<file path="src/rtl/calc_defines.svh">
////////////////////////////////////////
// width, chunk, register-count and
// debounce macros for the calculator
////////////////////////////////////////

`ifndef CALC_DEFINES_SVH
`define CALC_DEFINES_SVH

// operand, result and holding register width
`define CALC_WORD_W 64

// one switch chunk, entered per button press
`define CALC_CHUNK_W 16

// number of store and fetch holding registers
`define CALC_NUM_REGS 4

// consecutive equal button samples before the level is accepted
`define CALC_DEBOUNCE_CYCLES 4

`endif
</file>
<file path="src/rtl/calc_data_pkg.sv">
////////////////////////////////////////
// data types: word, size select, entry
// prompt and the unit result struct
////////////////////////////////////////

`include "calc_defines.svh"

package calc_data_pkg;

    // one operand, result or holding register value
    typedef logic [`CALC_WORD_W-1:0] calc_word_t;

    // n selects n+1 chunks, so 16, 32, 48 or 64 bits
    typedef logic [1:0] size_sel_t;

    // entry step that is waiting for the next press
    typedef enum logic [2:0] {
        pick_class,
        pick_op,
        pick_size,
        enter_a,
        enter_b
    } entry_prompt_e;

    // output of a processing unit, valid for one cycle
    typedef struct packed {
        logic       valid;
        calc_word_t value;
    } unit_result_s;

endpackage

</file>
<file path="src/rtl/calc_cmd_pkg.sv">
////////////////////////////////////////
// command types: class, operation union
// and the command struct
////////////////////////////////////////

package calc_cmd_pkg;

    // operation class, picked in the first entry step
    typedef enum logic [1:0] {
        class_arith,
        class_logic,
        class_fetch,
        class_store
    } calc_class_e;

    // integer arithmetic, codes 5 to 7 are unused
    typedef enum logic [2:0] {
        arith_add,
        arith_sub,
        arith_mul,
        arith_div,
        arith_rem
    } arith_op_e;

    // bitwise logic, code 7 is unused
    typedef enum logic [2:0] {
        logic_and,
        logic_nand,
        logic_or,
        logic_nor,
        logic_xor,
        logic_xnor,
        logic_not
    } logic_op_e;

    // register view of the operation word for fetch and store
    typedef struct packed {
        logic       spare;
        logic [1:0] idx;
    } reg_sel_s;

    // the one operation word the user enters, read according to the class
    typedef union packed {
        arith_op_e arith_op;
        logic_op_e logic_op;
        reg_sel_s  reg_sel;
    } calc_op_u;

    // complete command as handed to the processing units
    typedef struct packed {
        calc_class_e              cls;
        calc_op_u                 op;
        calc_data_pkg::size_sel_t size;
        calc_data_pkg::calc_word_t a;
        calc_data_pkg::calc_word_t b;
    } calc_cmd_s;

endpackage

</file>
<file path="src/rtl/result_bank.sv">
////////////////////////////////////////
// holding registers, result selection,
// width truncation, sign and done
////////////////////////////////////////

`timescale 1ns/1ps
`include "calc_defines.svh"

module result_bank (
    input  logic                        clk,
    input  logic                        rst,
    input  calc_cmd_pkg::calc_cmd_s     cmd,
    input  logic                        cmd_valid,
    input  calc_data_pkg::unit_result_s arith_res,
    input  calc_data_pkg::unit_result_s logic_res,
    output calc_data_pkg::calc_word_t   result,
    output logic                        sign,
    output logic                        done
);

    localparam int NUM_CHUNKS = `CALC_WORD_W / `CALC_CHUNK_W;

    calc_data_pkg::calc_word_t regs [`CALC_NUM_REGS];
    calc_data_pkg::calc_word_t pick;
    calc_data_pkg::calc_word_t mask;
    calc_data_pkg::calc_word_t trunc;
    logic                      is_rf;
    logic                      rf_valid;
    logic                      pick_valid;
    logic                      trunc_top;

    assign is_rf = (cmd.cls == calc_cmd_pkg::class_fetch) ||
                   (cmd.cls == calc_cmd_pkg::class_store);

    // fetch and store wait one cycle so they line up with the unit outputs
    always_ff @(posedge clk) begin
        if (rst) begin
            rf_valid <= 1'b0;
        end else begin
            rf_valid <= cmd_valid && is_rf;
        end
    end

    assign pick_valid = arith_res.valid || logic_res.valid || rf_valid;

    // cmd is still held here, the next command needs several presses
    always_comb begin
        if (arith_res.valid) begin
            pick = arith_res.value;
        end else if (logic_res.valid) begin
            pick = logic_res.value;
        end else if (cmd.cls == calc_cmd_pkg::class_store) begin
            pick = cmd.a;
        end else begin
            pick = regs[cmd.op.reg_sel.idx];
        end
    end

    // keep size+1 chunks, upper bits read as zero
    always_comb begin
        mask      = {`CALC_WORD_W{1'b1}} >> (`CALC_CHUNK_W * (NUM_CHUNKS - 1 - int'(cmd.size)));
        trunc     = pick & mask;
        trunc_top = trunc[`CALC_CHUNK_W * (int'(cmd.size) + 1) - 1];
    end

    always_ff @(posedge clk) begin
        if (rst) begin
            for (int i = 0; i < `CALC_NUM_REGS; i++) begin
                regs[i] <= '0;
            end
            result <= '0;
            sign   <= 1'b0;
            done   <= 1'b0;
        end else begin
            done <= pick_valid;
            if (pick_valid) begin
                result <= trunc;
                sign   <= trunc_top;
            end
            // the store lands in the same edge that raises done
            if (rf_valid && (cmd.cls == calc_cmd_pkg::class_store)) begin
                regs[cmd.op.reg_sel.idx] <= cmd.a;
            end
        end
    end

endmodule

</file>
<file path="config.mk">
export PLATFORM = sky130hd
export DESIGN_NAME = result_bank
export DESIGN_NICKNAME = d
export VERILOG_FILES = /design/src/rtl/calc_data_pkg.sv /design/src/rtl/calc_cmd_pkg.sv /design/src/rtl/result_bank.sv
export VERILOG_INCLUDE_DIRS = /design/src /design/src/rtl
export SDC_FILE = /design/constraint.sdc
export NUM_CORES = 1
export LEC_CHECK = 0
export ABC_CLOCK_PERIOD_IN_PS = 3500
export BUFFER_PORTS_ARGS = -buffer_cell sky130_fd_sc_hd__buf_4
export CAP_MARGIN = 15
export CORE_AREA = 2 2 168 170
export DETAILED_ROUTE_END_ITERATION = 8
export DIE_AREA = 0 0 170 172
export GPL_ROUTABILITY_DRIVEN = 0
export PLACE_DENSITY = 0.8
export SYNTH_ARGS = -nofsm -noshare
export SYNTH_HDL_FRONTEND = slang
export SYNTH_SLANG_ARGS = --single-unit
</file>
<file path="constraint.sdc">
create_clock -name clk -period 3.5 [get_ports clk]
set_input_delay 0.525 -clock clk [delete_from_list [all_inputs] [get_ports clk]]
set_output_delay 0.525 -clock clk [all_outputs]
set_load 0.05 [all_outputs]
</file>
== Word-level counts from Yosys, hierarchy flattened ==
Memory sizes are Yosys's and may differ from the RTL's.
Cells that the tools add are included.

* Equal/unequal tests: 2
* Shift operators: 1
* Order comparisons: 1
* Reductions and logical operators: 6
* Multiplexer cells: 14
* Add/sub/neg operators: 3
* Bitwise logic cells: 1

{| class="wikitable"
|+ Operators by type and width
! operator !! count
|-
| $mux 64 || 4
|-
| $and 64x64->64 || 1
|-
| $reduce_or 64->1 || 1
|-
| $shr 64x32->64 const A || 1
|-
| $lt 8x8->1 const B || 1
|-
| $mux 1 || 8
|-
| $sub 7x1->8 const B || 1
|-
| $bmux 1 s6 || 1
|-
| $eq 2x2->1 const B || 2
|-
| $add 2x1->3 const B || 1
|-
| $logic_or 1x1->1 || 3
|-
| $sub 2x2->3 const A || 1
|-
| $logic_and 1x1->1 || 2
|-
| $mux 2 || 1
|}

* Word-level logic and storage cells: 33
* RAM bits: 256
* Register bits after elaboration: 67
* Memories kept: 1
* Output and inout bits: 66
* Bits of input ports: 268

{| class="wikitable"
|+ Memory list
! name !! words !! width !! read ports !! clocked after Yosys merged registers in !! write ports !! line !! text
|-
| regs || 4 || 64 || 1 || 0 || 4 || result_bank.sv:23 || <nowiki>calc_data_pkg::calc_word_t regs [`CALC_NUM_REGS];</nowiki>
|}

== Logic depth before layout (Yosys ltp) ==
Gate-level depths: netlist of run 1.

* Word-level depth: 8
* Depth in mapped cells: 8
* Gate-level depth less buffers: 7

== Worst setup path after synthesis of run 1 ==
No wires, ideal clock.

* Path type: input port to flip-flop
* Start point: input cmd[133] (netlist bit)
* End point: memory regs[3][0] (netlist bit), enable pin
* Library setup time: 0.426 ns
* Setup slack: 0.323 ns
* Cell stages on the path: 5
* Arrival time: 2.751 ns
* Cells stage by stage: buf_4 -> and2_4 -> buf_6 -> clkbuf_1 -> a41o_1

{| class="wikitable"
|+ RTL lines
! what !! line !! text
|-
| start, declared || result_bank.sv:12 || <nowiki>input calc_cmd_pkg::calc_cmd_s cmd,</nowiki>
|-
| end, declared || result_bank.sv:23 ||
|}

==> results of run 1 <==
-- layout make-up --
| class | instances | area (um^2) | share of cell area |
|---|---|---|---|
| antenna | 2 | 5.00 | 0.000272 |
| clock buffer | 51 | 987 | 0.0537 |
| clock inverter | 13 | 150 | 0.00816 |
| inverter | 5 | 18.8 | 0.00102 |
| multi-input combinational | 780 | 5510 | 0.299 |
| sequential | 323 | 9030 | 0.491 |
| tap | 346 | 433 | 0.0235 |
| timing repair buffer | 291 | 2260 | 0.123 |
-- cell usage in the layout (no fill, tap or decap), types with 3 or more instances in the layout --
| master | instances |
|---|---|
| or2_4 | 3 |
| and2_1 | 256 |
| a21oi_1 | 50 |
| clkbuf_1 | 12 |
| nor3_2 | 3 |
| bufinv_16 | 3 |
| edfxtp_1 | 256 |
| a22oi_1 | 64 |
| mux2_2 | 19 |
| buf_4 | 285 |
| mux4_2 | 46 |
| clkinv_2 | 4 |
| a311oi_1 | 15 |
| clkbuf_16 | 36 |
| buf_12 | 6 |
| o21ai_0 | 90 |
| clkbuf_8 | 3 |
| mux2_1 | 16 |
| a211oi_1 | 15 |
| clkinv_1 | 4 |
| nor2_1 | 36 |
| nand3_1 | 4 |
| inv_1 | 3 |
| nor3_1 | 17 |
| nand2_1 | 116 |
| dfxtp_1 | 67 |
-- logic make-up (layout without fill, tap and decap cells) --
group | count (synthesis) | after routing | synth area share
muxes | 82 | 82 | 0.0962
other | 0 | 2 | 0
buffers and inverters | 96 | 360 | 0.0328
AOI/OAI and AO/OA | 246 | 246 | 0.104
adders and majority gates | 2 | 2 | 0.00167
and+or+nand+nor | 450 | 450 | 0.163
DFF | 323 | 323 | 0.603
-- stage by stage --
stage / setup WS (ps) / hold slack [ps] / power (W) / instance area [um^2]
2_1_floorplan: 323 / 656 / 0.00494 / 15000
3_3_place_gp: 758 / 470 / 0.00536 / 17200
3_5_place_dp: 726 / 479 / 0.00538 / 17200
4_1_cts: 1260 / 221 / 0.00900 / 18400
5_1_grt: 1130 / 230 / 0.00923 / 18400
6_report: 1220 / 229 / 0.00896 / 18400
-- state kept, by name, indices dropped and copies added, names as in the netlist --
register	flops
regs	256
result	64
sign	1
rf_valid	1
done	1
-- worst min-delay path, delay by kind of cell --
| family | cells | cell delay [ps] |
|---|---|---|
| AO/OA/AOI/OAI | 2 | 110 |
| buffers and inverters | 1 | 80 |
-- report_power, final --
group          total, W  switching, W  internal [W]
registers       0.00431     0.0000484       0.00426
clock network   0.00365       0.00146       0.00219
logic          0.000999      0.000598      0.000402
-- routing by layer --
metal,part of all wire,GRT usage,up-vias
li1,-,-,4866
met1,0.39,0.319,5208
met2,0.50,0.450,485
met3,0.080,0.0451,86
met4,0.037,0.110,0
met5,0,0,-
-- worst paths after layout --
path,to,startpoint
hold reg to reg,result[52],result[52]
setup / recovery,regs[3][36],cmd[134]
hold / removal,result[18],arith_res[18]
setup reg to reg,result[36],rf_valid
==> impl_results.md, run 1 <==
* Pre-Repair DR Iteration Count at 5
* CP top delay family: buffers and inverters
* Post-CTS setup buffer count at 0
* Final Max Slew Viols at 0
* Post-synth EDFFs at between 200 and 300
* RSZ-0062 raised after global routing: no
* Die H at between 150 and 200 um
* Fin crit share at 0.653
* Hold Vio Cnt, Final at 0
* First-pass GRT wire length at approximately 58,000 um
* Syn Std Cell Area at ~15,000 um^2
* Worst Setup Start Kind: input pin
* Initial DRC count at 858
* Core footprint at 27,500 um^2
* Synth cell types at 48
* Worst path depth at 5
* Clock Path Buffers at 3
* F_max at ~440 MHz
* Seq cells post-synth at 323
* Setup Viol. Count Final at 0
* # resized after CTS at 0
* Total clock sinks at about 320
* Row count at 61
* Die Width at roughly 170 um
* Detail Route Antenna Nets at 0
* Mapped Avg Cell Area at ~12 um^2
* Overflow after GRT at 0
* Ranking of synthesized cells by area: edfxtp_1, and2_1, dfxtp_1
* Max VDD drop at between 0.0002 and 0.0003 V
* Tmin final at approximately 2300 ps
* Starting density of the core at 0.545
* Post-DR wirelength/cell at between 20 and 25 um
* Clock slew seen by the registers of the worst setup and hold paths at ~60 ps
* Critical path type: in2reg
* Crit path top cell by count: buf_4
* Post-layout util at 0.669
* Routed vias/inst at 5.88
* Share of layout cells above drive strength 1 at 0.290
* Buf+Inv Stages, Crit Path at 3
* CTS buffer count at 35
* Syn Inst Count at roughly 1,200
* Flop-to-flop setup slack at between 1000 and 1500 ps
* Worst reg2reg path depth at 5
* Gr usage total at 0.258
* Most frequent cells after synthesis: and2_1, edfxtp_1, nand2_1, o21ai_0, dfxtp_1
* # nets final at ~1,700
* Actual slew at the worst max-slew pin at between 1000 and 1500 ps
* CP required at between 3000 and 4000 ps
* Crit path cell chain: buf_4 > and2_4 > buf_4 > a41o_2 > buf_12
* Worst-skew pair later-pin latency at slightly above 500 ps
* Cell taking the most area after synthesis: edfxtp_1
* Area Overhead vs Synth at 22.8%
* H-Tree Level Count at 2
* Critical Path AT at 2470 ps
* CTS Hold Bufs at 0
* DRC at 0
* Placed Cells at roughly 1,700
* Dominant synthesized flop cell: edfxtp_1
* Setup TNS at 0 ps
* Fraction of registers with async set/reset at 0
* Seq/Total Area, Yosys at 0.603
* Fillers at 1,981
* Critical path's slowest cell: buf_4
* Share of the synthesized area in the top cell type at 0.513
* Post-detail-place hpwl at around 23,000 um
* Vias at 10,600
* Root buffer cell: clkbuf_16
* Initial antenna violation count at 1
* Critical path's largest stage delay at ~670 ps
* DRT Wirelength at 38,200 um
* Largest net degree at the start of global routing at between 60 and 70
* Vias in the first global route at 10,900
* Max-cap viol count at 0
* Syn. warnings at 0
* PortBufs at 268
* Final std cells w/o fill at roughly 1,800
* Ports at roughly 330
* Critical Path Fanout Max at 65
* Worst setup EP type: flop
* Run status: completed
* Clk_skew at around 19 ps
* Leakage power at approximately 7.4 nW
* PD cells at about 490 nW/um^2
* Slew headroom at 0.222
* Syn_nets at around 1,500
* Hold Path Class: in2reg
* Total die area at 29,200 um^2
* Hold depth at 3
* CTS tree: yes
Note: power is estimated with default switching activity, not from simulation.
==> run 2, diff against run 1 <==
ABC_CLOCK_PERIOD_IN_PS = 2290   (was 3500)
clock period = 2.29 ns   (was 3.5 ns; I/O delays follow)
==> run 2 against run 1 <==
  * Die area stayed put
  * Wire length is 2.3% higher
  * Critical path type is now reg2reg
  * Combinational power increased by 58%
  * Highest routed layer is now met5
  * Largest cell class unchanged
  * Worst hold slack got worse by 170 ps
==> impl_results.md, run 2 (synthesis gave the netlist of run 1 again) <==
* Total die area at just under 30,000 um^2
* Worst-skew pair later-pin latency at 510 ps
* Actual slew at the worst max-slew pin at ~1000 ps
* CP required at 2710 ps
* Ports at ~330
* PnR Total Power at about 0.014 W
* Initial DRC count at slightly above 900
* Root buffer cell: clkbuf_16
* Diodes inserted at 0
* Max reg flops at 256
* Post-detail-place hpwl at 25,100 um
* Share of total power in sequential cells at 0.485
* Run status: completed
* Worst Setup Start Kind: flop
* Starting density of the core at 0.545
* Buf+Inv Stages, Crit Path at 1
* RSZ-0062 raised after global routing: no
* Vias in the first global route at between 10,000 and 15,000
* Clock Path Buffers at 3
* Row count at just over 60
* Switch Pwr at ~0.0032 W
* Worst setup EP type: flop
* Commonest cells after routing, fill and taps aside: buf_4, and2_1, edfxtp_1
* # nets final at about 1,700
* Initial antenna violation count at 3
* Critical path type: reg2reg
* Sw Share at 0.234
* F_max at between 400 and 500 MHz
* Largest net degree at the start of global routing at 65
* Hold Vio Cnt, Final at 0
* Post-layout util at 0.678
* Overflow after GRT at 0
* CTS tree: yes
* Slew headroom at 0.317
* DRT Wirelength at between 30,000 and 40,000 um
* Setup TNS at 0 ps
* PD cells at 728 nW/um^2
* Detail Route Antenna Nets at 0
* Critical path's slowest cell: nand2_1
* Clock power share at 0.398
* Post-DR wirelength/cell at approximately 21 um
* Critical Path Fanout Max at 33
* Critical path's largest stage delay at approximately 500 ps
* CTS buffer count at 34
* First-pass GRT wire length at between 50,000 and 60,000 um
* Leakage power at around 7.5 nW
* Critical Path AT at between 2000 and 2500 ps
* PortBufs at 268
* Fin crit share at 0.884
* Clk_skew at 8.50 ps
* Gr usage total at 0.269
* Largest regs: regs x256, result x64
* Post-CTS setup buffer count at 0
* Tmin final at a little over 2000 ps
* Fillers at 1,949
* Most common cell after layout, fill and taps aside: buf_4
* Core footprint at 27,500 um^2
* Max VDD drop at 0.000513 V
* CP top delay family: simple AND/OR/NAND/NOR gates
* DRC at 0
* Routed vias/inst at just under 6
* Area Overhead vs Synth at 24.4%
* Crit path cell chain: buf_4 > nor2_1 > nor3_1 > nand2_1 > o21ai_0
* # resized after CTS at 0
* Final Max Slew Viols at 0
* Max-cap viol count at 0
* Clock slew seen by the registers of the worst setup and hold paths at 60 ps
* Hold Path Class: in2reg
* Combinational share of power at 0.117
* Pre-Repair DR Iteration Count at 5
* Die H at around 170 um
* Internal at ~0.010 W
* Share of layout cells above drive strength 1 at 0.299
* Die Width at approximately 170 um
* CTS Hold Bufs at 0
* Setup Viol. Count Final at 0
* Total clock sinks at about 320
* Top reg by flops: regs
* Vias at between 10,000 and 15,000
* H-Tree Level Count at 2
-- run 2: cell types whose count changed in the layout (fill, tap and decap cells not counted), moves of 2 or more --
| cell | change |
|---|---|
| buf_12 | +7 |
| buf_4 | +19 |
| clkbuf_1 | +6 |
| clkbuf_8 | -2 |
| clkinv_1 | -3 |
| clkinv_2 | -2 |
| diode_2 | -2 |
-- run 2: metal layers --
layer,vias to the layer above,GRT usage,wire length (um)
li1,4908,-,-
met1,5335,0.330,14900
met2,506,0.472,19700
met3,91,0.0558,3120
met4,4,0.103,1390
met5,-,0,30
-- run 2: power groups by stage --
stage / sequential, W / combinational [W] / clock, W
2_1_floorplan: 0.00693 / 0.000616 / 0
3_3_place_gp: 0.00669 / 0.00155 / 0
3_5_place_dp: 0.00671 / 0.00158 / 0
4_1_cts: 0.00658 / 0.00158 / 0.00543
5_1_grt: 0.00660 / 0.00169 / 0.00568
6_report: 0.00658 / 0.00158 / 0.00539
-- run 2: layout make-up --
| type | instances | area (um^2) | share of cell area |
|---|---|---|---|
| Sequential cell | 323 | 9030 | 0.485 |
| Clock buffer | 56 | 1010 | 0.0541 |
| Clock inverter | 5 | 73.8 | 0.00396 |
| Multi-Input combinational cell | 780 | 5520 | 0.296 |
| Inverter | 5 | 18.8 | 0.00101 |
| Tap cell | 346 | 433 | 0.0232 |
| Timing Repair Buffer | 317 | 2540 | 0.137 |
-- run 2: worst register-to-register path, delay by kind of cell, from the launching register on --
family,cells,cell delay [ps]
AND/OR/NAND/NOR,3,990
flip-flops,1,320
buffers and inverters,1,330
AO/OA/AOI/OAI,1,300
-- run 2: final timing paths --
kind | start | to | slack [ps] | cells after the start
setup / recovery | rf_valid | result[60] | 270 | 5
hold / removal | arith_res[20] | result[20] | 60 | 3
setup reg to reg | rf_valid | result[60] | 270 | 5
hold reg to reg | result[55] | result[55] | 490 | 2
-- run 2: stage by stage --
step | hold WS (ps) | setup WS, ps | instances | area (um^2)
6_report | 58.0 | 265 | 1832 | 18600
5_1_grt | 48.8 | 134 | 1832 | 18600
4_1_cts | 44.5 | 330 | 1832 | 18600
3_5_place_dp | 479 | 113 | 1771 | 17500
3_3_place_gp | 473 | 177 | 1771 | 17500
2_1_floorplan | 475 | 53.4 | 1199 | 15000
